<file path="src/verilog/hyper_pkg.sv">
/*
 * Shared types and constants for the HyperBus controller.
 * Memory space only, linear bursts of one 32-bit word.
 */
`default_nettype none

package hyper_pkg;

    // Encoded so the op maps straight onto the CA read bit
    typedef enum logic {
        OP_WRITE = 1'b0,
        OP_READ  = 1'b1
    } hyper_op_e;

    typedef enum logic [2:0] {
        ST_IDLE    = 3'd0,
        ST_CA      = 3'd1,
        ST_LATENCY = 3'd2,
        ST_DATA    = 3'd3,
        ST_DONE    = 3'd4
    } hyper_state_e;

    // Command-address bit positions
    localparam int unsigned CaRwBit    = 47;
    localparam int unsigned CaSpaceBit = 46;
    localparam int unsigned CaBurstBit = 45;

    // Transaction geometry in bytes
    localparam int unsigned CaBytes   = 6;
    localparam int unsigned WordBytes = 4;

endpackage

`default_nettype wire

</file>
<file path="src/verilog/hyper_ca_builder.sv">
/*
 * Command-address word for a memory-space linear access.
 * AddrWidth must stay below 32, the halfword address is 32 bits.
 */
`timescale 1ns/10ps
`default_nettype none

module hyper_ca_builder #(
    parameter int unsigned AddrWidth = 20
) (
    input  logic                  sys_clk,
    input  logic                  reset_i,
    input  logic                  load_i,
    input  logic                  shift_i,
    input  hyper_pkg::hyper_op_e  op_i,
    input  logic [AddrWidth-1:0]  addr_i,
    output logic [7:0]            ca_byte_o
);

    localparam int unsigned CaBits = hyper_pkg::CaBytes * 8;

    logic [31:0]       haddr;
    logic [CaBits-1:0] ca_word;
    logic [CaBits-1:0] ca_q;

    // Word address to halfword address
    assign haddr = 32'({addr_i, 1'b0});

    always_comb begin
        ca_word                        = '0;
        ca_word[hyper_pkg::CaRwBit]    = (op_i == hyper_pkg::OP_READ);
        ca_word[hyper_pkg::CaSpaceBit] = 1'b0;
        ca_word[hyper_pkg::CaBurstBit] = 1'b1;
        ca_word[44:16]                 = haddr[31:3];
        ca_word[2:0]                   = haddr[2:0];
    end

    always_ff @(posedge sys_clk) begin
        if (reset_i) begin
            ca_q <= '0;
        end else if (load_i) begin
            ca_q <= ca_word;
        end else if (shift_i) begin
            ca_q <= {ca_q[CaBits-9:0], 8'h00};
        end
    end

    assign ca_byte_o = ca_q[CaBits-1 -: 8];

endmodule

`default_nettype wire

</file>
<file path="config.mk">
export PLATFORM = sky130hd
export DESIGN_NAME = hyper_ca_builder
export DESIGN_NICKNAME = d
export VERILOG_FILES = /design/src/verilog/hyper_pkg.sv /design/src/verilog/hyper_ca_builder.sv
export SDC_FILE = /design/constraint.sdc
export NUM_CORES = 1
export LEC_CHECK = 0
export BUFFER_PORTS_ARGS = -buffer_cell sky130_fd_sc_hd__buf_2
export CAP_MARGIN = 25
export CORE_MARGIN = 2
export CORE_UTILIZATION = 41
export DETAILED_ROUTE_END_ITERATION = 10
export HOLD_SLACK_MARGIN = 0.08
export PLACE_DENSITY = 0.62
export SYNTH_ARGS = -nofsm -noshare
export SYNTH_HDL_FRONTEND = slang
export SYNTH_SLANG_ARGS = --single-unit
</file>
<file path="constraint.sdc">
create_clock -name sys_clk -period 1.15 [get_ports sys_clk]
set_input_delay 0.1725 -clock sys_clk [delete_from_list [all_inputs] [get_ports sys_clk]]
set_output_delay 0.1725 -clock sys_clk [all_outputs]
set_load 0.005 [all_outputs]
</file>
# Word-level counts from Yosys, hierarchy flattened
# Index checks and enable logic that the tools add are counted.
[word_totals]
regBits = 36
input_bits = 25
output_inout_bits = 8
[classes]
n_mux = 2
n_reduce_logical = 2
[op_table]
columns = ["cell", "count"]
rows = [
  ["2-to-1 mux 48 bit", 2],
  ["nonzero test 2 bit", 1],
  ["OR reduction 2 bit", 1],
]

# Longest topological paths before layout
[depth]
word_depth = 2
ltp_mapped = 5
mapped_depth_nobuf = 2

# Least setup slack after synthesis
# Ideal clock, no wire load.
[synth_timing]
path_type = "input port to flip-flop"
start = "in shift_i"
end = "reg ca_q[23]"
arrival_time_ns = 0.898
t_required_ns = 1.080
path_slack_ns = 0.182
stages = 4
cell_sequence = "buf_6 -> buf_6 -> or3b_1 -> a21oi_1"
[synth_between]
elab_chain_cells = 1
[synth_lines]
columns = ["element", "line_no", "rtl"]
rows = [
  ["start: declaration", "hyper_ca_builder.sv:14", "input logic shift_i,"],
  ["nonzero test 2 bit (no line)", "-", ""],
  ["end signal: assignment", "hyper_ca_builder.sv:42", "ca_q <= ca_word;"],
  ["end signal: assignment", "hyper_ca_builder.sv:44", "ca_q <= {ca_q[CaBits-9:0], 8'h00};"],
  ["end: declaration", "hyper_ca_builder.sv:24", "logic [CaBits-1:0] ca_q;"],
]
# Every way passes these cells.
# A chain may end at the register's enable or synchronous reset.

==> flow_metrics.py <==
metrics = {
    "status": {
        "outcome": "completed",
    },
    "critical_path": {
        "arrival_ns": 1.14,
        "cp-end-kind": "flop",
        "worstPathRequired_ns": 1.35,
        "crit_chain": "or3b_1 > a21oi_1",
        "criticalPathCategory": "reg -> reg",
        "slowest_stage": "or3b_1",
        "cp_max_fo": 2,
        "critical_path.max_stage_delay_ns": 0.35,
        "start_kind": "flop",
        "cp_top_family": "simple AND/OR/NAND/NOR gates",
        "cp_num_buf_inv": 0,
    },
    "synth": {
        "syn-cell-area_um2": 1520,
        "synth_cell_types": 14,
        "yosys_warnings": 0,
        "yosys-top-cells-area": "dfxtp_1, mux2i_1, a211oi_1, nor2b_1, buf_4",
        "ys_seq_area_frac": 0.474,
        "synth_top_area_frac": 0.474,
        "synth_async_sr_flop_share": 0,
        "synth_edf_count": 0,
        "synth.net_count": 176,
        "ys.flop_type": "dfxtp_1",
        "synth.avg_cell_area_um2": 10.1,
        "yosysTopAreaCell": "dfxtp_1",
        "post_synth_inst_count": 151,
        "ys_top_cells_by_count": "dfxtp_1, mux2i_1, nor2_1",
        "ys_seq_elements": 36,
        "yosysMostFrequentCell": "dfxtp_1",
    },
    "layout": {
        "diodes": 0,
        "fin_nets": 201,
        "largest_reg_flops": 36,
        "drive_gt1_frac": 0.260,
        "multi_input_area_um2": 663,
        "final_core_util": 0.500,
        "area_delta_synth_final_pct": 18.6,
        "reg_top3": "ca_q (36)",
        "register_area_um2": 721,
        "top_register": "ca_q",
        "num-fill-cells": 340,
    },
    "die": {
        "die_y_um": 64.9,
        "core_um2": 3610,
        "fp.dieW_um": 64.9,
        "start_util": 0.421,
        "dieArea_um2": 4210,
        "std_cell_rows": 22,
        "num_io_pins": 33,
    },
    "global_routing": {
        "grt_max_degree": 23,
        "grt_usage": 0.148,
        "gr-total-overflow": 0,
        "antenna_found_initial": 0,
        "grt_pass1_wl_um": 4800,
        "grt_pass1_vias": 1081,
    },
    "flow_run": {
        "cap_violations": 0,
    },
    "clock_network": {
        "root_buffer": "clkbuf_8",
        "cts_buffer_depth": 2,
        "numCtsBuffers": 5,
        "htreeDepth": 2,
        "cts.repair.resized": 0,
        "insertion_delay_ns": 0.28,
        "ctsHoldBuffers": 0,
        "post_cts_buffers": 0,
        "path_clk_slew_ns": 0.07,
        "clock_sinks": 36,
        "cts_tree": "built",
    },
    "routing": {
        "drt_iter0_drc": 30,
        "viasPerCell": 4.87,
        "num_vias": 1095,
        "wire_per_inst_um": 12.5,
        "wl_um": 2820,
        "drc": 0,
        "firstDrtPassIters": 4,
        "ant_nets": 0,
    },
    "sta": {
        "fin_skew_ns": 0.00250,
        "maxSlewViolCount": 0,
        "hold_violations": 0,
        "rsz0062_at_grt": "no",
        "setup_violations": 0,
        "worst_pin_slew_ns": 0.485,
        "setup_tns_ns": 0,
        "min_period_over_period": 0.814,
        "timing.fmax_mhz": 1070,
        "period_minus_slack_ns": 0.936,
        "fin_ws_ns": 0.214,
        "maxSlewHeadroom": 0.676,
    },
    "power_and_ir_drop": {
        "pwr_density_cell_nw_per_um2": 1480,
        "p_leak_nw": 0.789,
        "finalPower_mw": 2.67,
        "ir_drop_mv": 0.769,
    },
    "placed_design": {
        "finalWeightedCongestion": 0.704,
        "io_buffers": 32,
        "dp_slack_ns": 0.0817,
        "place_hpwl_um": 1980,
    },
    "worst_hold_path": {
        "holdCritPathClass": "in -> reg",
    },
}
[stage by stage]
| step | cell area (um2) | instances | hold WS, ns |
|---|---|---|---|
| CTS | 1800 | 225 | 0.128 |
| global placement | 1690 | 217 | 0.422 |
| global route | 1800 | 225 | 0.124 |
| floorplan | 1520 | 151 | 0.245 |
| detailed placement | 1690 | 217 | 0.426 |
| finish | 1800 | 225 | 0.137 |
[routing by layer]
layer / share of wire / up-vias / wire [um] / GRT usage
met3: 0.042 / 2 / 119 / 0.0417
met1: 0.50 / 510 / 1420 / 0.196
met2: 0.45 / 22 / 1260 / 0.231
met4: 0.0067 / 0 / 19 / 0.0479
met5: 0 / - / 0 / 0
li1: - / 561 / - / -
[worst paths after layout]
check	startpoint	endpoint	slack, ns	cells after the start
setup / recovery	ca_q[23]	ca_q[23]	0.21	2
hold / removal	addr_i[8]	ca_q[22]	0.14	3
setup reg to reg	ca_q[23]	ca_q[23]	0.21	2
hold reg to reg	ca_q[43]	ca_q[43]	0.49	2
[cell families (layout without fill, tap and decap cells)]
logic type,after synthesis,in the layout,share of synthesized area
mux,28,28,0.185
buf+inv,21,47,0.0890
compound gates,22,22,0.0939
simple gates,44,44,0.158
flops,36,36,0.474
[final cells by class]
| type | count | area share |
|---|---|---|
| Inverter | 1 | 0.00208 |
| Clock buffer | 5 | 0.0382 |
| Tap cell | 48 | 0.0333 |
| Sequential cell | 36 | 0.400 |
| Clock inverter | 3 | 0.0236 |
| Timing Repair Buffer | 38 | 0.135 |
| Multi-Input combinational cell | 94 | 0.368 |
[worst register-to-register path, cell delays in order, from the launching register on]
cell	delay, ns
dfxtp_1	0.34
or3b_1	0.35
a21oi_1	0.17
[power breakdown]
group          switching [mW]  internal, mW
clock network           0.439         0.641
logic                   0.123         0.135
registers              0.0298          1.30
[cell usage in the layout (no fill, tap or decap), drive strengths merged]
cell type / instances
buf: 38
dfxtp: 36
mux2i: 28
nor2: 14
nor2b: 13
a211oi: 13
a21oi: 9
nand2: 8
or3b: 8
clkbuf: 5
inv: 1
or2: 1
bufinv: 1
clkinvlp: 1
clkinv: 1
No activity file was read; power rests on OpenSTA's default activity.
