===== src/verilog/hyper_pkg.sv =====
/*
 * Shared types and constants for the HyperBus controller.
 * Memory space only, linear bursts of one 32-bit word.
 */
`default_nettype none

package hyper_pkg;

    // Encoded so the op maps straight onto the CA read bit
    typedef enum logic {
        OP_WRITE = 1'b0,
        OP_READ  = 1'b1
    } hyper_op_e;

    typedef enum logic [2:0] {
        ST_IDLE    = 3'd0,
        ST_CA      = 3'd1,
        ST_LATENCY = 3'd2,
        ST_DATA    = 3'd3,
        ST_DONE    = 3'd4
    } hyper_state_e;

    // Command-address bit positions
    localparam int unsigned CaRwBit    = 47;
    localparam int unsigned CaSpaceBit = 46;
    localparam int unsigned CaBurstBit = 45;

    // Transaction geometry in bytes
    localparam int unsigned CaBytes   = 6;
    localparam int unsigned WordBytes = 4;

endpackage

`default_nettype wire


===== src/verilog/hyper_data_path.sv =====
/*
 * Byte lanes for one word. Writes go out byte 0 first with RWDS high
 * for masked bytes. The read word is only complete in the cycle the
 * last byte sits on rd_byte_i, which is when the response is flagged.
 */
`timescale 1ns/10ps
`default_nettype none

module hyper_data_path (
    input  logic        sys_clk,
    input  logic        reset_i,
    input  logic        load_i,
    input  logic        shift_i,
    input  logic        capture_i,
    input  logic [31:0] wdata_i,
    input  logic [3:0]  be_i,
    input  logic [7:0]  rd_byte_i,
    output logic [7:0]  wr_byte_o,
    output logic        wr_mask_o,
    output logic [31:0] rd_word_o
);

    localparam int unsigned WordBits = hyper_pkg::WordBytes * 8;
    localparam int unsigned HeldBits = WordBits - 8;

    logic [WordBits-1:0]             wdata_q;
    logic [hyper_pkg::WordBytes-1:0] mask_q;
    logic [HeldBits-1:0]             rd_q;

    // Write side
    always_ff @(posedge sys_clk) begin
        if (reset_i) begin
            wdata_q <= '0;
            mask_q  <= '1;
        end else if (load_i) begin
            wdata_q <= wdata_i;
            mask_q  <= ~be_i;
        end else if (shift_i) begin
            wdata_q <= {8'h00, wdata_q[WordBits-1:8]};
            mask_q  <= {1'b1, mask_q[hyper_pkg::WordBytes-1:1]};
        end
    end

    assign wr_byte_o = wdata_q[7:0];
    assign wr_mask_o = mask_q[0];

    // Read side, earlier bytes drift toward byte 0
    always_ff @(posedge sys_clk) begin
        if (capture_i) begin
            rd_q <= {rd_byte_i, rd_q[HeldBits-1:8]};
        end
    end

    assign rd_word_o = {rd_byte_i, rd_q};

endmodule

`default_nettype wire


===== config.mk =====
export PLATFORM = sky130hd
export DESIGN_NAME = hyper_data_path
export DESIGN_NICKNAME = d
export VERILOG_FILES = /design/src/verilog/hyper_pkg.sv /design/src/verilog/hyper_data_path.sv
export SDC_FILE = /design/constraint.sdc
export NUM_CORES = 1
export LEC_CHECK = 0
export BUFFER_PORTS_ARGS = -buffer_cell sky130_fd_sc_hd__buf_4
export CORE_MARGIN = 2
export CORE_UTILIZATION = 49
export CTS_CLUSTER_SIZE = 8
export DETAILED_ROUTE_END_ITERATION = 7
export PLACE_DENSITY = 0.79
export SETUP_SLACK_MARGIN = 0.02
export SKIP_CTS_REPAIR_TIMING = 1
export SLEW_MARGIN = 10
export SYNTH_ARGS = -nofsm -noshare
export SYNTH_HDL_FRONTEND = slang
export SYNTH_SLANG_ARGS = --single-unit

===== constraint.sdc =====
create_clock -name sys_clk -period 1.1 [get_ports sys_clk]
set_input_delay 0 -clock sys_clk [delete_from_list [all_inputs] [get_ports sys_clk]]
set_output_delay 0 -clock sys_clk [all_outputs]
set_load 0.1 [all_outputs]

# Word-level counts from Yosys, hierarchy flattened
# Index checks and enable logic that the tools add are counted.
totals:
  regBits: 60
  input_bits: 49
  out_inout_bits: 41
  word_cells: 9
classes:
  muxes: 4
  bitwise: 1
  reduce_logical: 1
op_table:
  columns: ["cell", "count"]
  rows:
  - ["$mux W32", 2]
  - ["$mux W4", 2]
  - ["$not A4 Y4", 1]
  - ["$reduce_bool A2 Y1", 1]

# Longest topological paths before layout
logic_depth:
  word_depth: 2
  ltp_mapped: 4
  mapped_depth_nobuf: 2

# Worst setup path before layout
# No wires, ideal clock.
synth_timing:
  kind: "register to register"
  startpoint: "register mask_q[0] (netlist name)"
  endpoint: "register mask_q[0] (netlist bit)"
  setup_ns: 0.072
  t_arrival_ns: 1.233
  required_ns: 1.028
  path_slack_ns: -0.206
  stages_incl_launch_ff: 3
  synth_period_minus_slack_ns: 1.306
  path_cell_list: "dfxtp_1 mux2i_1 a2bb2oi_1"
synth_rtl:
  columns: ["element", "line", "source"]
  rows:
  - ["end signal: assignment", "hyper_data_path.sv:37", "mask_q <= ~be_i;"]
  - ["end signal: assignment", "hyper_data_path.sv:40", "mask_q <= {1'b1, mask_q[hyper_pkg::WordBytes-1:1]};"]
  - ["end: declaration", "hyper_data_path.sv:27", "logic [hyper_pkg::WordBytes-1:0] mask_q;"]

# Worst setup path after layout
layout_timing:
  startpoint: "register rd_q[18]"
  endpoint: "output port rd_word_o[18]"
layout_rtl:
  columns: ["element", "line", "source"]
  rows:
  - ["start: declaration", "hyper_data_path.sv:28", "logic [HeldBits-1:0] rd_q;"]
  - ["start signal: assignment", "hyper_data_path.sv:50", "rd_q <= {rd_byte_i, rd_q[HeldBits-1:8]};"]
  - ["end: declaration", "hyper_data_path.sv:20", "output logic [31:0] rd_word_o"]
# No word-level cell between the ends.

==> reports/summary.txt <==
largest net degree at the start of global routing = 38
worst slew pin tran = 0.5184 ns
area leader, netlist = dfxtp_1
Setup crit start = rd_q[18]
routed vias/inst = 4.783
synth unique cells = 18
Reg2Reg Setup Slack = 0.14 ns
CP max stage delay = 0.35 ns
die area = 5597 sq um
crit-path cells = buf_4
vias in the first global route = 1579
Antenna Nets Post-Route = 0
total number of vias = 1789
FF-to-FF End = mask_q[3]
Mapped Area = 2457 sq um
Final Util = 72.78%
DIE WIDTH = 74.82 microns
critical path fanouts, max = 2
register area share after synthesis = 58.66%
failing checks = hold timing
RSZ-0062 raised after global routing = no
area occupied by multi-input gates = 799.5 sq um
Async S/R FF share, synth = 0%
Final Hold Viols = 4
fin. max-slew vios = 0
most frequent cells after synthesis = 36 x dfxtp_1, 27 x mux2i_1, 24 x a211oi_1, 24 x edfxtp_1, 24 x nor2b_1
final setup vio count = 0
cell count after synthesis = 201
TritonCTS clock tree = done
Sink Count = 60
row cnt = 25
Post-synth EDFFs = 24
Avg Synthesized Cell Area = 12.23 sq um
first-pass GRT wire length = 7293 microns
Synth Register Bits = 60
CP Launch Type = flip-flop
Power, Total = 5.537 mW
top-area cell type share of the netlist area = 29.33%
leakage power = 1.492 nW
Ports = 90
synthesis-to-layout area growth = 41.75%
WP depth = 1
CP Capture Type = output port
GRT overflow = 0
Setup CP Type = reg2out
initial antenna violation count = 0
CP Capture Point = rd_word_o[18]
Clock Path Buffers = 2
Nets = 351
top-count cell post-synth = dfxtp_1
Routed WL per cell = 14.11 microns
Root Driver = clkbuf_8
Chip Height = 74.82 microns
clock slew at reported path FFs = 0.06 ns
Initial Utilization = 51.35%
WHS = -0.01657 ns
post-layout min period = 0.9702 ns
final non-filler cell total = 374
Worst EP required = 1.10 ns
final wirelength = 5279 microns
Antenna diodes = 0
relative slew slack = 65.44%
DRT iter0 DRCs = 84
Residual DRC = 0
Most used DFF post-synth = dfxtp_1
Final Skew = 0.006669 ns
top post-synthesis cells by area = dfxtp_1 29%, edfxtp_1 29%, mux2i_1 11%, a211oi_1 7.3%, nor2b_1 6.1%
Worst Reg-to-Reg Cells = 2
TritonCTS buffer count = 9
Max VDD drop = 1.168 mV
Place WS = 0.1562 ns
final critical-path share of the clock period = 88.20%
outcome = complete, but fails checks
share of layout cells above drive strength 1 = 34.85%
gpl congestion = 0.7815
crit path DAT = 0.97 ns
H-Tree Depth = 3
dpl cells = 328
Post-DP HPWL = 3204 microns
Detailed Routing Iterations Pass 1 = 4
IO buf count = 89
Total GRT Usage = 17.88%
top cell family by delay on the critical path = flip-flops
Max-cap violations = 0
syn nets = 250
Sequential Area = 1443 sq um
filler instances = 350
total core area = 4786 sq um
critical path buffer and inverter count = 1
hold crit path type = in2reg
Max Clock Freq = 1031 MHz
Syn. warnings = 0
r2r startpoint = mask_q[3]
Setup TNS = 0 ns
Final Worst Setup Slack = 0.1298 ns
CP max-delay cell = edfxtp_1
clock latency on the worst-skew pair = 0.32 ns
cell area power density = 1590 nW/um^2
[sequential cells by signal, summed over array words and instances, names as in the netlist]
register,flops
wdata_q,32
mask_q,4
rd_q,24
[through the flow]
stage          hold WS (ns)  area (sq um)
5_1_grt            0.001674          3483
2_1_floorplan       0.09887          2459
3_5_place_dp         0.1887          3025
4_1_cts             -0.1578          3183
3_3_place_gp         0.1876          3025
6_report           -0.01657          3483
[kinds of logic after synthesis]
family | count (synthesis) | share of synthesized area (%)
AOI/OAI and AO/OA | 36 | 10.34
buffers and inverters | 32 | 8.808
DFF | 60 | 58.66
muxes | 27 | 11.00
and+or+nand+nor | 46 | 11.20
[final cells by class]
| class | count | area share (%) |
|---|---|---|
| Clock buffer | 9 | 3.556 |
| Clock inverter | 7 | 0.9698 |
| Multi-Input combinational cell | 109 | 22.95 |
| Tap cell | 67 | 2.407 |
| Timing Repair Buffer | 121 | 28.59 |
| Inverter | 1 | 0.1078 |
| Sequential cell | 60 | 41.42 |
[routing by layer]
layer	vias to the layer above	share of wire (%)	wire, microns	GRT usage, %
li1	914	-	-	-
met1	825	44	2311	23.04
met2	46	51	2687	27.14
met3	4	4.0	209	4.685
met4	0	1.3	70	10.71
met5	-	0	0	0
[how the worst min path moves through the flow]
stage                       startpoint           to  slack (ns)  depth (start not counted)
after detailed placement  rd_byte_i[6]     rd_q[22]        0.19                          1
after global routing       wdata_i[15]  wdata_q[15]       0.002                          3
final                      wdata_i[13]  wdata_q[13]       -0.02                          3
after floorplan           rd_byte_i[0]     rd_q[16]         0.1                          0
after CTS                 rd_byte_i[6]     rd_q[22]       -0.16                          1
after global placement    rd_byte_i[2]     rd_q[18]        0.19                          1
[report_power, final]
part,switching (mW),internal [mW],leakage [nW]
combinational,0.976,0.423,0.869
clock,0.807,0.783,0.0897
sequential,0.0748,2.47,0.533
[cells in the final DEF, fill, tap and decap left out, types with 3 or more instances in the layout]
master         synthesis  layout
a211oi_1              24      24
a21oi_1                8       8
a2bb2oi_1              3       3
buf_4                 16      90
clkbuf_8               0       9
clkinv_2               0       6
dfxtp_1               36      35
dlygate4sd3_1          0      30
edfxtp_1              24      24
mux2i_1               27      27
nand2_1               12      12
nor2b_1               24      24
or3b_1                 8       8
No activity file was read; power rests on OpenSTA's default activity.
