$ cat src/verilog/hyper_pkg.sv
/*
 * Shared types and constants for the HyperBus controller.
 * Memory space only, linear bursts of one 32-bit word.
 */
`default_nettype none

package hyper_pkg;

    // Encoded so the op maps straight onto the CA read bit
    typedef enum logic {
        OP_WRITE = 1'b0,
        OP_READ  = 1'b1
    } hyper_op_e;

    typedef enum logic [2:0] {
        ST_IDLE    = 3'd0,
        ST_CA      = 3'd1,
        ST_LATENCY = 3'd2,
        ST_DATA    = 3'd3,
        ST_DONE    = 3'd4
    } hyper_state_e;

    // Command-address bit positions
    localparam int unsigned CaRwBit    = 47;
    localparam int unsigned CaSpaceBit = 46;
    localparam int unsigned CaBurstBit = 45;

    // Transaction geometry in bytes
    localparam int unsigned CaBytes   = 6;
    localparam int unsigned WordBytes = 4;

endpackage

`default_nettype wire

$ cat src/verilog/hyper_ctrl_fsm.sv
/*
 * Command queue and transaction sequencer. The host must hold a credit
 * before raising cmd_valid_i, so the queue has no full check.
 * An empty queue is bypassed so a command starts the cycle it arrives.
 */
`timescale 1ns/10ps
`default_nettype none

module hyper_ctrl_fsm #(
    parameter int unsigned AddrWidth  = 20,
    parameter int unsigned Latency    = 6,
    parameter int unsigned CmdCredits = 2
) (
    input  logic                  sys_clk,
    input  logic                  reset_i,
    input  logic                  cmd_valid_i,
    input  hyper_pkg::hyper_op_e  cmd_op_i,
    input  logic [AddrWidth-1:0]  cmd_addr_i,
    input  logic [31:0]           cmd_wdata_i,
    input  logic [3:0]            cmd_be_i,
    output logic                  credit_o,
    output logic                  rsp_valid_o,
    output hyper_pkg::hyper_op_e  q_op_o,
    output logic [AddrWidth-1:0]  q_addr_o,
    output logic [31:0]           q_wdata_o,
    output logic [3:0]            q_be_o,
    output logic                  ca_load_o,
    output logic                  ca_shift_o,
    output logic                  dp_load_o,
    output logic                  dp_shift_o,
    output logic                  dp_capture_o,
    output logic [1:0]            byte_sel_o,
    output logic                  bus_active_o,
    output logic                  dq_oe_o,
    output logic                  rwds_oe_o
);

    localparam int unsigned PtrW = (CmdCredits > 1) ? $clog2(CmdCredits) : 1;
    localparam int unsigned CntW = $clog2(Latency + hyper_pkg::CaBytes + 1);
    // Pad output plus pad input register
    localparam int unsigned RdDelay = 2;

    hyper_pkg::hyper_op_e  op_mem    [CmdCredits];
    logic [AddrWidth-1:0]  addr_mem  [CmdCredits];
    logic [31:0]           wdata_mem [CmdCredits];
    logic [3:0]            be_mem    [CmdCredits];
    logic [PtrW-1:0]       wr_ptr_q, rd_ptr_q;
    logic [$clog2(CmdCredits+1)-1:0] count_q;

    hyper_pkg::hyper_state_e state_q;
    hyper_pkg::hyper_op_e    cur_op_q;
    logic [CntW-1:0]         cnt_q;
    logic                    bypass, start, is_write;

    assign bypass   = (count_q == '0);
    assign q_op_o    = bypass ? cmd_op_i    : op_mem[rd_ptr_q];
    assign q_addr_o  = bypass ? cmd_addr_i  : addr_mem[rd_ptr_q];
    assign q_wdata_o = bypass ? cmd_wdata_i : wdata_mem[rd_ptr_q];
    assign q_be_o    = bypass ? cmd_be_i    : be_mem[rd_ptr_q];

    // DONE doubles as the idle gap between back-to-back transactions
    assign start = (state_q == hyper_pkg::ST_IDLE || state_q == hyper_pkg::ST_DONE)
                   && (!bypass || cmd_valid_i);
    assign is_write = (cur_op_q == hyper_pkg::OP_WRITE);

    assign ca_load_o    = start;
    assign ca_shift_o   = (state_q == hyper_pkg::ST_CA) && (cnt_q != CntW'(hyper_pkg::CaBytes - 1));
    assign dp_load_o    = start && (q_op_o == hyper_pkg::OP_WRITE);
    assign dp_shift_o   = (state_q == hyper_pkg::ST_DATA) && is_write
                          && (cnt_q != CntW'(hyper_pkg::WordBytes - 1));
    assign dp_capture_o = !is_write && (((state_q == hyper_pkg::ST_DATA) && (cnt_q >= CntW'(RdDelay)))
                                        || (state_q == hyper_pkg::ST_DONE));

    // One-hot source, bit 0 CA and bit 1 write data
    assign byte_sel_o   = {(state_q == hyper_pkg::ST_DATA) && is_write, state_q == hyper_pkg::ST_CA};
    assign bus_active_o = (state_q == hyper_pkg::ST_CA) || (state_q == hyper_pkg::ST_LATENCY)
                          || (state_q == hyper_pkg::ST_DATA);
    assign dq_oe_o      = byte_sel_o[0] || byte_sel_o[1];
    assign rwds_oe_o    = byte_sel_o[1];

    always_ff @(posedge sys_clk) begin
        if (cmd_valid_i) begin
            op_mem[wr_ptr_q]    <= cmd_op_i;
            addr_mem[wr_ptr_q]  <= cmd_addr_i;
            wdata_mem[wr_ptr_q] <= cmd_wdata_i;
            be_mem[wr_ptr_q]    <= cmd_be_i;
        end
    end

    always_ff @(posedge sys_clk) begin
        if (reset_i) begin
            wr_ptr_q    <= '0;
            rd_ptr_q    <= '0;
            count_q     <= '0;
            state_q     <= hyper_pkg::ST_IDLE;
            cur_op_q    <= hyper_pkg::OP_WRITE;
            cnt_q       <= '0;
            credit_o    <= 1'b0;
            rsp_valid_o <= 1'b0;
        end else begin
            if (cmd_valid_i) begin
                wr_ptr_q <= (wr_ptr_q == PtrW'(CmdCredits - 1)) ? '0 : wr_ptr_q + 1'b1;
            end
            if (start) begin
                rd_ptr_q <= (rd_ptr_q == PtrW'(CmdCredits - 1)) ? '0 : rd_ptr_q + 1'b1;
                cur_op_q <= q_op_o;
            end
            count_q <= count_q + cmd_valid_i - start;

            credit_o    <= (state_q == hyper_pkg::ST_DONE);
            rsp_valid_o <= (state_q == hyper_pkg::ST_DONE) && !is_write;

            cnt_q <= cnt_q + 1'b1;
            case (state_q)
                hyper_pkg::ST_CA: begin
                    if (cnt_q == CntW'(hyper_pkg::CaBytes - 1)) begin
                        state_q <= hyper_pkg::ST_LATENCY;
                        cnt_q   <= '0;
                    end
                end
                hyper_pkg::ST_LATENCY: begin
                    if (cnt_q == CntW'(Latency - 1)) begin
                        state_q <= hyper_pkg::ST_DATA;
                        cnt_q   <= '0;
                    end
                end
                hyper_pkg::ST_DATA: begin
                    if (cnt_q == CntW'(hyper_pkg::WordBytes - 1)) begin
                        state_q <= hyper_pkg::ST_DONE;
                        cnt_q   <= '0;
                    end
                end
                default: begin
                    state_q <= start ? hyper_pkg::ST_CA : hyper_pkg::ST_IDLE;
                    cnt_q   <= '0;
                end
            endcase
        end
    end

endmodule

`default_nettype wire

$ cat config.mk
export PLATFORM = sky130hd
export DESIGN_NAME = hyper_ctrl_fsm
export DESIGN_NICKNAME = d
export VERILOG_FILES = /design/src/verilog/hyper_pkg.sv /design/src/verilog/hyper_ctrl_fsm.sv
export SDC_FILE = /design/constraint.sdc
export NUM_CORES = 1
export LEC_CHECK = 0
export BUFFER_PORTS_ARGS = -buffer_cell sky130_fd_sc_hd__buf_2
export CAP_MARGIN = 20
export CORE_MARGIN = 4
export CORE_UTILIZATION = 30
export CTS_CLUSTER_SIZE = 20
export DETAILED_ROUTE_END_ITERATION = 10
export SLEW_MARGIN = 20
export SYNTH_ARGS = -nofsm -noshare
export SYNTH_HDL_FRONTEND = slang
export SYNTH_SLANG_ARGS = --single-unit
$ cat constraint.sdc
create_clock -name sys_clk -period 3.3 [get_ports sys_clk]
set_input_delay 0.495 -clock sys_clk [delete_from_list [all_inputs] [get_ports sys_clk]]
set_output_delay 0.495 -clock sys_clk [all_outputs]
set_load 0.01 [all_outputs]
== Word level (Yosys, flattened, before mapping) ==
Memories as Yosys holds them, arrays and structs flattened. A register that Yosys moved wholly into a read port is not among the register bits.
Index checks and enable logic that the tools add are counted.

* Equality and inequality tests: 11
* $lt $le $gt $ge: 1
* Reductions and logical operators: 19
* Bitwise logic cells: 2
* Add/subtract/negate cells: 5
* Multiplexer cells: 24

{| class="wikitable"
|+ Operators with widths
! kind !! number
|-
| $mux W32 || 1
|-
| $mux W20 || 1
|-
| $mux W1 || 14
|-
| $mux W4 || 3
|-
| $mux W3 || 3
|-
| $pmux W3 S3 || 1
|-
| $logic_and A1 B1 Y1 || 8
|-
| $pmux W4 S2 || 1
|-
| $eq A3 B2 Y1 const B || 2
|-
| $logic_or A1 B1 Y1 || 6
|-
| $ne A2 B1 Y1 const B || 3
|-
| $add A4 B1 Y4 const B || 1
|-
| $eq A4 B2 Y1 const B || 1
|-
| $eq A4 B3 Y1 const B || 1
|-
| $ge A4 B2 Y1 const B || 1
|-
| $ne A4 B2 Y1 const B || 1
|-
| $ne A4 B3 Y1 const B || 1
|-
| $eq A3 B1 Y1 const B || 1
|-
| $eq A3 B3 Y1 const B || 1
|-
| $logic_not A3 Y1 || 1
|-
| $reduce_and A3 Y1 || 1
|-
| $add A1 B1 Y1 const B || 2
|-
| $add A2 B1 Y2 || 1
|-
| $logic_not A2 Y1 || 1
|-
| 4 further kinds || 5
|}

* Bits in registers: 14
* RAM bits: 114
* Memories: 4
* Bits of input ports: 60
* Output and inout bits: 69

{| class="wikitable"
|+ Memories
! memory !! words !! bits a word !! rd ports !! clocked after memory_dff !! wr ports !! RTL line !! text
|-
| wdata_mem || 2 || 32 || 1 || 1 || 1 || hyper_ctrl_fsm.sv:45 || <nowiki>logic [31:0] wdata_mem [CmdCredits];</nowiki>
|-
| addr_mem || 2 || 20 || 1 || 1 || 1 || hyper_ctrl_fsm.sv:44 || <nowiki>logic [AddrWidth-1:0] addr_mem [CmdCredits];</nowiki>
|-
| be_mem || 2 || 4 || 1 || 1 || 1 || hyper_ctrl_fsm.sv:46 || <nowiki>logic [3:0] be_mem [CmdCredits];</nowiki>
|-
| op_mem || 2 || 1 || 1 || 1 || 1 || hyper_ctrl_fsm.sv:43 || <nowiki>hyper_pkg::hyper_op_e op_mem [CmdCredits];</nowiki>
|}

== Logic depth before layout (Yosys ltp) ==
Gate-level depths: netlist of the first run.

* Word-level depth: 6
* Mapped depth: 10
* Gate-level depth less buffers: 8

== Least setup slack after synthesis of the first run ==
OpenSTA, ideal clock, no wires.

* Path type: input-to-reg
* From: input port cmd_valid_i
* To: memory addr_mem[0][0], enable pin
* Required time: 2821 ps
* Path slack: -189 ps
* Data arrival time: 3010 ps
* Cell stages on the path: 1
* Path buffers: 0
* Cells stage by stage: nor2b_1

* Longest elaborated chain between the ends: 2

{| class="wikitable"
|+ RTL lines
! what !! RTL line !! text
|-
| from (decl) || hyper_ctrl_fsm.sv:16 || <nowiki>input logic cmd_valid_i,</nowiki>
|-
| $mux W1 || hyper_ctrl_fsm.sv:82 || <nowiki>if (cmd_valid_i) begin</nowiki>
|-
| $mux W1 (implied by the code) || hyper_ctrl_fsm.sv:84 || <nowiki>addr_mem[wr_ptr_q] <= cmd_addr_i;</nowiki>
|-
| to (decl) || hyper_ctrl_fsm.sv:44 ||
|}

Every way passes these cells.

== Worst setup path in the final report of the first run ==
* From: register count_q[1]
* To: output port q_addr_o[8]

* Longest elaborated chain between the ends: 2

{| class="wikitable"
|+ RTL lines
! what !! RTL line !! text
|-
| from (decl) || hyper_ctrl_fsm.sv:48 || <nowiki>logic [$clog2(CmdCredits+1)-1:0] count_q;</nowiki>
|-
| from (signal assigned) || hyper_ctrl_fsm.sv:108 || <nowiki>count_q <= count_q + cmd_valid_i - start;</nowiki>
|-
| $logic_not A2 Y1 || hyper_ctrl_fsm.sv:55 || <nowiki>assign bypass = (count_q == '0);</nowiki>
|-
| $mux W20 || hyper_ctrl_fsm.sv:57 || <nowiki>assign q_addr_o = bypass ? cmd_addr_i : addr_mem[rd_ptr_q];</nowiki>
|-
| to (decl) || hyper_ctrl_fsm.sv:24 || <nowiki>output logic [AddrWidth-1:0] q_addr_o,</nowiki>
|}

Every way passes these cells.

==> results of run 1 <==
## state kept, by name (all words and copies together) (netlist names), named ones only
signal	cells
be_mem	8
rd_ptr_q	1
cnt_q	4
count_q	2
rsp_valid_o	1
wr_ptr_q	1
addr_mem	40
state_q	3
op_mem	2
cur_op_q	1
wdata_mem	64
credit_o	1
## placed cells by master (no fill, tap or decap), types with 2 or more instances in the layout
| cell type | n |
|---|---|
| nand2_1 | 2 |
| xnor2_1 | 2 |
| buf_2 | 128 |
| buf_12 | 2 |
| inv_1 | 4 |
| or3_1 | 2 |
| clkinvlp_4 | 2 |
| nor3b_1 | 2 |
| clkbuf_8 | 4 |
| xor2_1 | 3 |
| and2_1 | 2 |
| ha_1 | 5 |
| nor3_1 | 10 |
| bufinv_16 | 5 |
| or2b_1 | 2 |
| o21ai_0 | 2 |
| and3b_1 | 2 |
| dfxtp_1 | 14 |
| clkbuf_16 | 17 |
| a22oi_1 | 3 |
| a21oi_1 | 62 |
| nand3b_1 | 3 |
| mux2i_1 | 57 |
| buf_4 | 4 |
| clkinv_2 | 3 |
| edfxtp_1 | 114 |
| nor2_1 | 65 |
## report_power, final
part | leakage, nW | switching, mW | internal (mW)
registers | 1.19 | 0.0889 | 1.91
clock network | 0.322 | 0.652 | 1.42
logic | 1.12 | 1.15 | 0.757
## metal layers
metal / up-vias / track usage, % / share of wire, %
li1: 1725 / - / -
met1: 1630 / 14.0 / 45
met2: 97 / 17.7 / 48
met3: 15 / 3.80 / 6.0
met4: 0 / 4.75 / 1.7
met5: - / 0 / 0
## kinds of logic after synthesis
kind of cell               after synthesis  synth area share (%)
AOI/OAI and AO/OA                       73                  7.28
xor gates and xnor gates                 5                 0.812
DFF                                    129                  69.0
and+or+nand+nor                         99                  8.44
adders and majority gates                5                  1.16
muxes                                   57                  10.6
buffers and inverters                   30                  2.74
## synthesized netlist by cell type
cell type / count
a211o_1: 1
a211oi_1: 1
a21boi_0: 1
a21oi_1: 62
a22oi_1: 3
a311oi_1: 1
and2_1: 3
and3b_1: 2
buf_2: 15
buf_4: 2
buf_6: 1
clkbuf_1: 7
clkbuf_2: 1
dfxtp_1: 15
edfxtp_1: 114
ha_1: 5
inv_1: 4
mux2i_1: 57
nand2_1: 2
nand2b_1: 1
nand3_1: 1
nand3b_1: 3
nor2_1: 65
nor2b_1: 2
nor3_1: 10
nor3b_1: 2
o21ai_0: 2
o32ai_1: 1
o41ai_1: 1
or2_0: 1
or2_2: 1
or2b_1: 2
or3_1: 2
or3b_1: 1
or4_1: 1
xnor2_1: 2
xor2_1: 3
## cell type report
cell class	instances	area, um2
clock inverters	10	180
flip-flops and latches	129	3730
fillers	1669	10500
multi-input cells	239	1540
clock buffers	22	484
repair buffers	134	711
well taps	225	282
inverters	4	15.0
## stage by stage
| step | hold slack, ps | utilization [%] |
|---|---|---|
| after floorplan | 480 | - |
| after global placement | 499 | 35.9 |
| after detailed placement | 518 | 35.9 |
| after CTS | 262 | 39.7 |
| after global routing | 267 | 39.7 |
| final | 285 | 39.7 |
## final timing paths
kind                 start              to  slack (ps)  cells after the start
max             count_q[1]     q_addr_o[8]         680                      5
min          cmd_addr_i[9]  addr_mem[1][9]         280                      1
max reg2reg     state_q[1]      count_q[1]        1160                      8
min reg2reg       cnt_q[0]        cnt_q[0]         520                      1
==> results_dict.tcl, run 1 <==
set metrics [dict create \
    status "complete, no violations" \
    fp.dieH_um 142 \
    maxCapViolations 0 \
    synth_area_um2 5400 \
    tns_ps 0 \
    finalSetupViolations 0 \
    post-route-period-util_pct 79.4 \
    hpwlAfterDp_um 7460 \
    numPortBuffers 128 \
    cts_buffer_depth 2 \
    max_freq_mhz 382 \
    antenna_found_initial 0 \
    drt-total-wl_um 11200 \
    h-tree-depth 4 \
    synth_area_leaders "edfxtp_1 (63%), mux2i_1 (11%), a21oi_1 (5.8%)" \
    post-cts-setup-buffers 0 \
    finClkSkew_ps 7.26 \
    grt_max_degree 65 \
    synth_top_area_share_pct 63.4 \
    hold_buffers 0 \
    clkLatencyLatePin_ps 410 \
    synth_seq_area_share_pct 69.0 \
    viasPerCell 4.54 \
    num_antenna_cells 0 \
    syn-num-nets 463 \
    irDropWorstVdd_mv 0.410 \
    grt_overflow 0 \
    hold_viol 0 \
    setup_slack_ps 681 \
    critical_path_required_ps 2800 \
    clk_pin_slew_ps 60 \
    yosysWarnings 0 \
    synth_cell_types 37 \
    worstSetupStartpointType "flop" \
    cp_slowest_cell "or2_4" \
    hold_class "input port to flop" \
    rows 48 \
    power_density_nw_per_um2 861 \
    numCtsBuffers 17 \
    fin_area_um2 6940 \
    path_cells "or2_4 -> buf_12 -> nor2_1 -> a21oi_1 -> buf_2" \
    dr_total_vias 3467 \
    worstSetupPathType "flop to output port" \
    gp_congestion 0.738 \
    die_w_um 142 \
    cts_tree "built" \
    ant_nets 0 \
    dr.first_iter.drc_count 205 \
    worstPathMaxFanout 64 \
    crit_family "simple AND/OR/NAND/NOR gates" \
    max-slew-margin-rel_pct 54.1 \
    slew_violations 0 \
    dp_cells 731 \
    drcViolationCount 0 \
    timing.final.crit_period_ps 2620 \
    io_pins 129 \
    cts_resized 0 \
    cts_sinks 129 \
    final_cell_count_no_fill 763 \
    cp.arrival_ps 2120 \
    yosysTopAreaCell "edfxtp_1" \
    firstDrtPassIters 4 \
    critPathCaptureType "output port" \
    nets 590 \
    slowest_delay_ps 550 \
    p_leak_nw 2.63 \
    grt_setup_unrepaired "no" \
    core_um2 17500 \
    synth_cells 398 \
    initial_utilization_pct 30.9 \
    layout-drive-gt1-share_pct 31.4 \
    grtUsageTotal_pct 11.2 \
    fin_total_pwr_mw 5.97 \
    tightest_slew_ps 688 \
    placed_area_um2 6270 \
    worst-path-buf-inv 2 \
    grt_pass1_wl_um 17600 \
    cts-root-buf "clkbuf_16" \
    grt_pass1_vias 3497 \
    wire_per_inst_um 14.7 \
    place_ws_ps 1060 \
    ys_ff_latch 129 \
    syn_avg_cell_area_um2 13.6 \
    area.growth.synth_to_final_pct 28.5 \
    dieArea_um2 20200 \
]
Note: power is estimated with default switching activity, not from simulation.
==> inputs of run 2 (changes only) <==
- clock period: 3.3 -> 2.35 ns (I/O delays scaled with it)
==> results_dict.tcl, run 2 (synthesized netlist as in run 1, its figures left out) <==
set metrics [dict create \
    cp.arrival_ps 1820 \
    crit_family "simple AND/OR/NAND/NOR gates" \
    maxCapViolations 0 \
    tightest_slew_ps 455 \
    grt_overflow 0 \
    numCtsBuffers 17 \
    clk_pin_slew_ps 60 \
    dr.first_iter.drc_count 149 \
    hpwlAfterDp_um 7380 \
    irDropWorstVdd_mv 0.673 \
    die_w_um 142 \
    hold_buffers 0 \
    area.growth.synth_to_final_pct 27.6 \
    worstSetupPathType "flop to output port" \
    worstPathMaxFanout 5 \
    worst-path-buf-inv 1 \
    initial_utilization_pct 30.9 \
    fp.dieH_um 142 \
    hold_start "cmd_addr_i[1]" \
    timing.final.crit_period_ps 2170 \
    h-tree-depth 4 \
    min_to "addr_mem[0][1]" \
    hold_viol 0 \
    switching_share_pct 33.5 \
    ant_nets 0 \
    seqPwrFrac_pct 35.1 \
    core_um2 17500 \
    fin_area_um2 6890 \
    tns_ps 0 \
    post-route-period-util_pct 92.4 \
    grt_pass1_vias 3627 \
    drcViolationCount 0 \
    p_switching_mw 2.70 \
    r2r_slack_ps 380 \
    wire_per_inst_um 15.2 \
    num_antenna_cells 0 \
    comb_power_share_pct 34.5 \
    r2r_start "state_q[0]" \
    io_pins 129 \
    viasPerCell 4.60 \
    status "complete, no violations" \
    gp_congestion 0.807 \
    rows 48 \
    critical_path_required_ps 2000 \
    cts_buffer_depth 2 \
    placed_area_um2 6320 \
    post-cts-setup-buffers 0 \
    whs_path_depth 1 \
    largest_register_ffs 64 \
    cp_slowest_cell "or3b_1" \
    hold_class "input port to flop" \
    path_cells "ha_1 -> or3b_1 -> nand2_1 -> nor2_1 -> buf_2" \
    grt_pass1_wl_um 17900 \
    p_clk_share_pct 30.4 \
    numPortBuffers 128 \
    max_freq_mhz 461 \
    largestRegisters "wdata_mem x64, addr_mem x40, be_mem x8" \
    final_cell_mix "buf_2 (128), edfxtp_1 (114), nor2_1 (65), a21oi_1 (62), mux2i_1 (57)" \
    firstDrtPassIters 4 \
    slew_violations 0 \
    regArea_um2 3730 \
    finClkSkew_ps 7.99 \
    grt_setup_unrepaired "no" \
    grt_max_degree 56 \
    nets 594 \
    regMostFlops "wdata_mem" \
    cts_resized 0 \
    cts_tree "built" \
    antenna_found_initial 0 \
    p_leak_nw 2.60 \
    worstSetupStartpointType "flop" \
    critPathCaptureType "output port" \
    dieArea_um2 20200 \
    drt-total-wl_um 11700 \
    reg2reg_depth 8 \
    place_ws_ps 287 \
    layout_commonest_cell "buf_2" \
    grtUsageTotal_pct 11.4 \
    intPower_mw 5.37 \
    multi_input_area_um2 1540 \
    setup_slack_ps 180 \
    dr_total_vias 3531 \
    n_fill_cell 1684 \
    cts-root-buf "clkbuf_16" \
    cts_sinks 129 \
    max-slew-margin-rel_pct 69.4 \
    timing.rr.end "count_q[1]" \
    slowest_delay_ps 450 \
    layout-drive-gt1-share_pct 31.0 \
    clkLatencyLatePin_ps 410 \
    power_density_nw_per_um2 1170 \
    finalSetupViolations 0 \
]
[run 2: cell type report]
cell class | instances | area share, %
clock buffers | 17 | 6.18
clock inverters | 15 | 1.82
inverters | 4 | 0.218
multi-input cells | 240 | 22.4
flip-flops and latches | 129 | 54.1
well taps | 225 | 4.09
repair buffers | 137 | 11.2
[run 2: per-stage QoR]
| stage | hold WS [ps] | util (%) | std cells | total power, mW |
|---|---|---|---|---|
| final | 146 | 39.4 | 767 | 8.07 |
| after global routing | 124 | 39.4 | 767 | 8.57 |
| after CTS | 121 | 39.3 | 764 | 8.13 |
| after detailed placement | 494 | 36.1 | 732 | 5.64 |
| after global placement | 501 | 36.1 | 732 | 5.60 |
| after floorplan | 437 | - | 398 | 4.60 |
[run 2: worst max path at each step]
| stage | from | end | slack, ps | depth (start not counted) |
|---|---|---|---|---|
| 6_report | cnt_q[1] | dp_shift_o | 180 | 5 |
| 5_1_grt | cnt_q[0] | dp_capture_o | 30 | 5 |
| 4_1_cts | count_q[1] | q_wdata_o[9] | 80 | 5 |
| 3_5_place_dp | cmd_valid_i | count_q[1] | 290 | 9 |
| 3_3_place_gp | cmd_valid_i | count_q[1] | 410 | 9 |
| 2_1_floorplan | cmd_valid_i | addr_mem[0][0] | 70 | 1 |
[run 2: power by group through the flow]
stage	Clock, mW	Combinational, mW	Sequential, mW
6_report	2.45	2.78	2.83
5_1_grt	2.63	3.09	2.85
4_1_cts	2.53	2.78	2.82
3_5_place_dp	0	2.77	2.87
3_3_place_gp	0	2.75	2.85
2_1_floorplan	0	1.81	2.78
[run 2: metal layers]
metal	vias to the layer above	routed length [um]	track usage, %
li1	1741	-	-
met1	1676	5130	13.5
met2	99	5710	19.0
met3	15	668	3.53
met4	0	188	5.45
met5	-	0	0
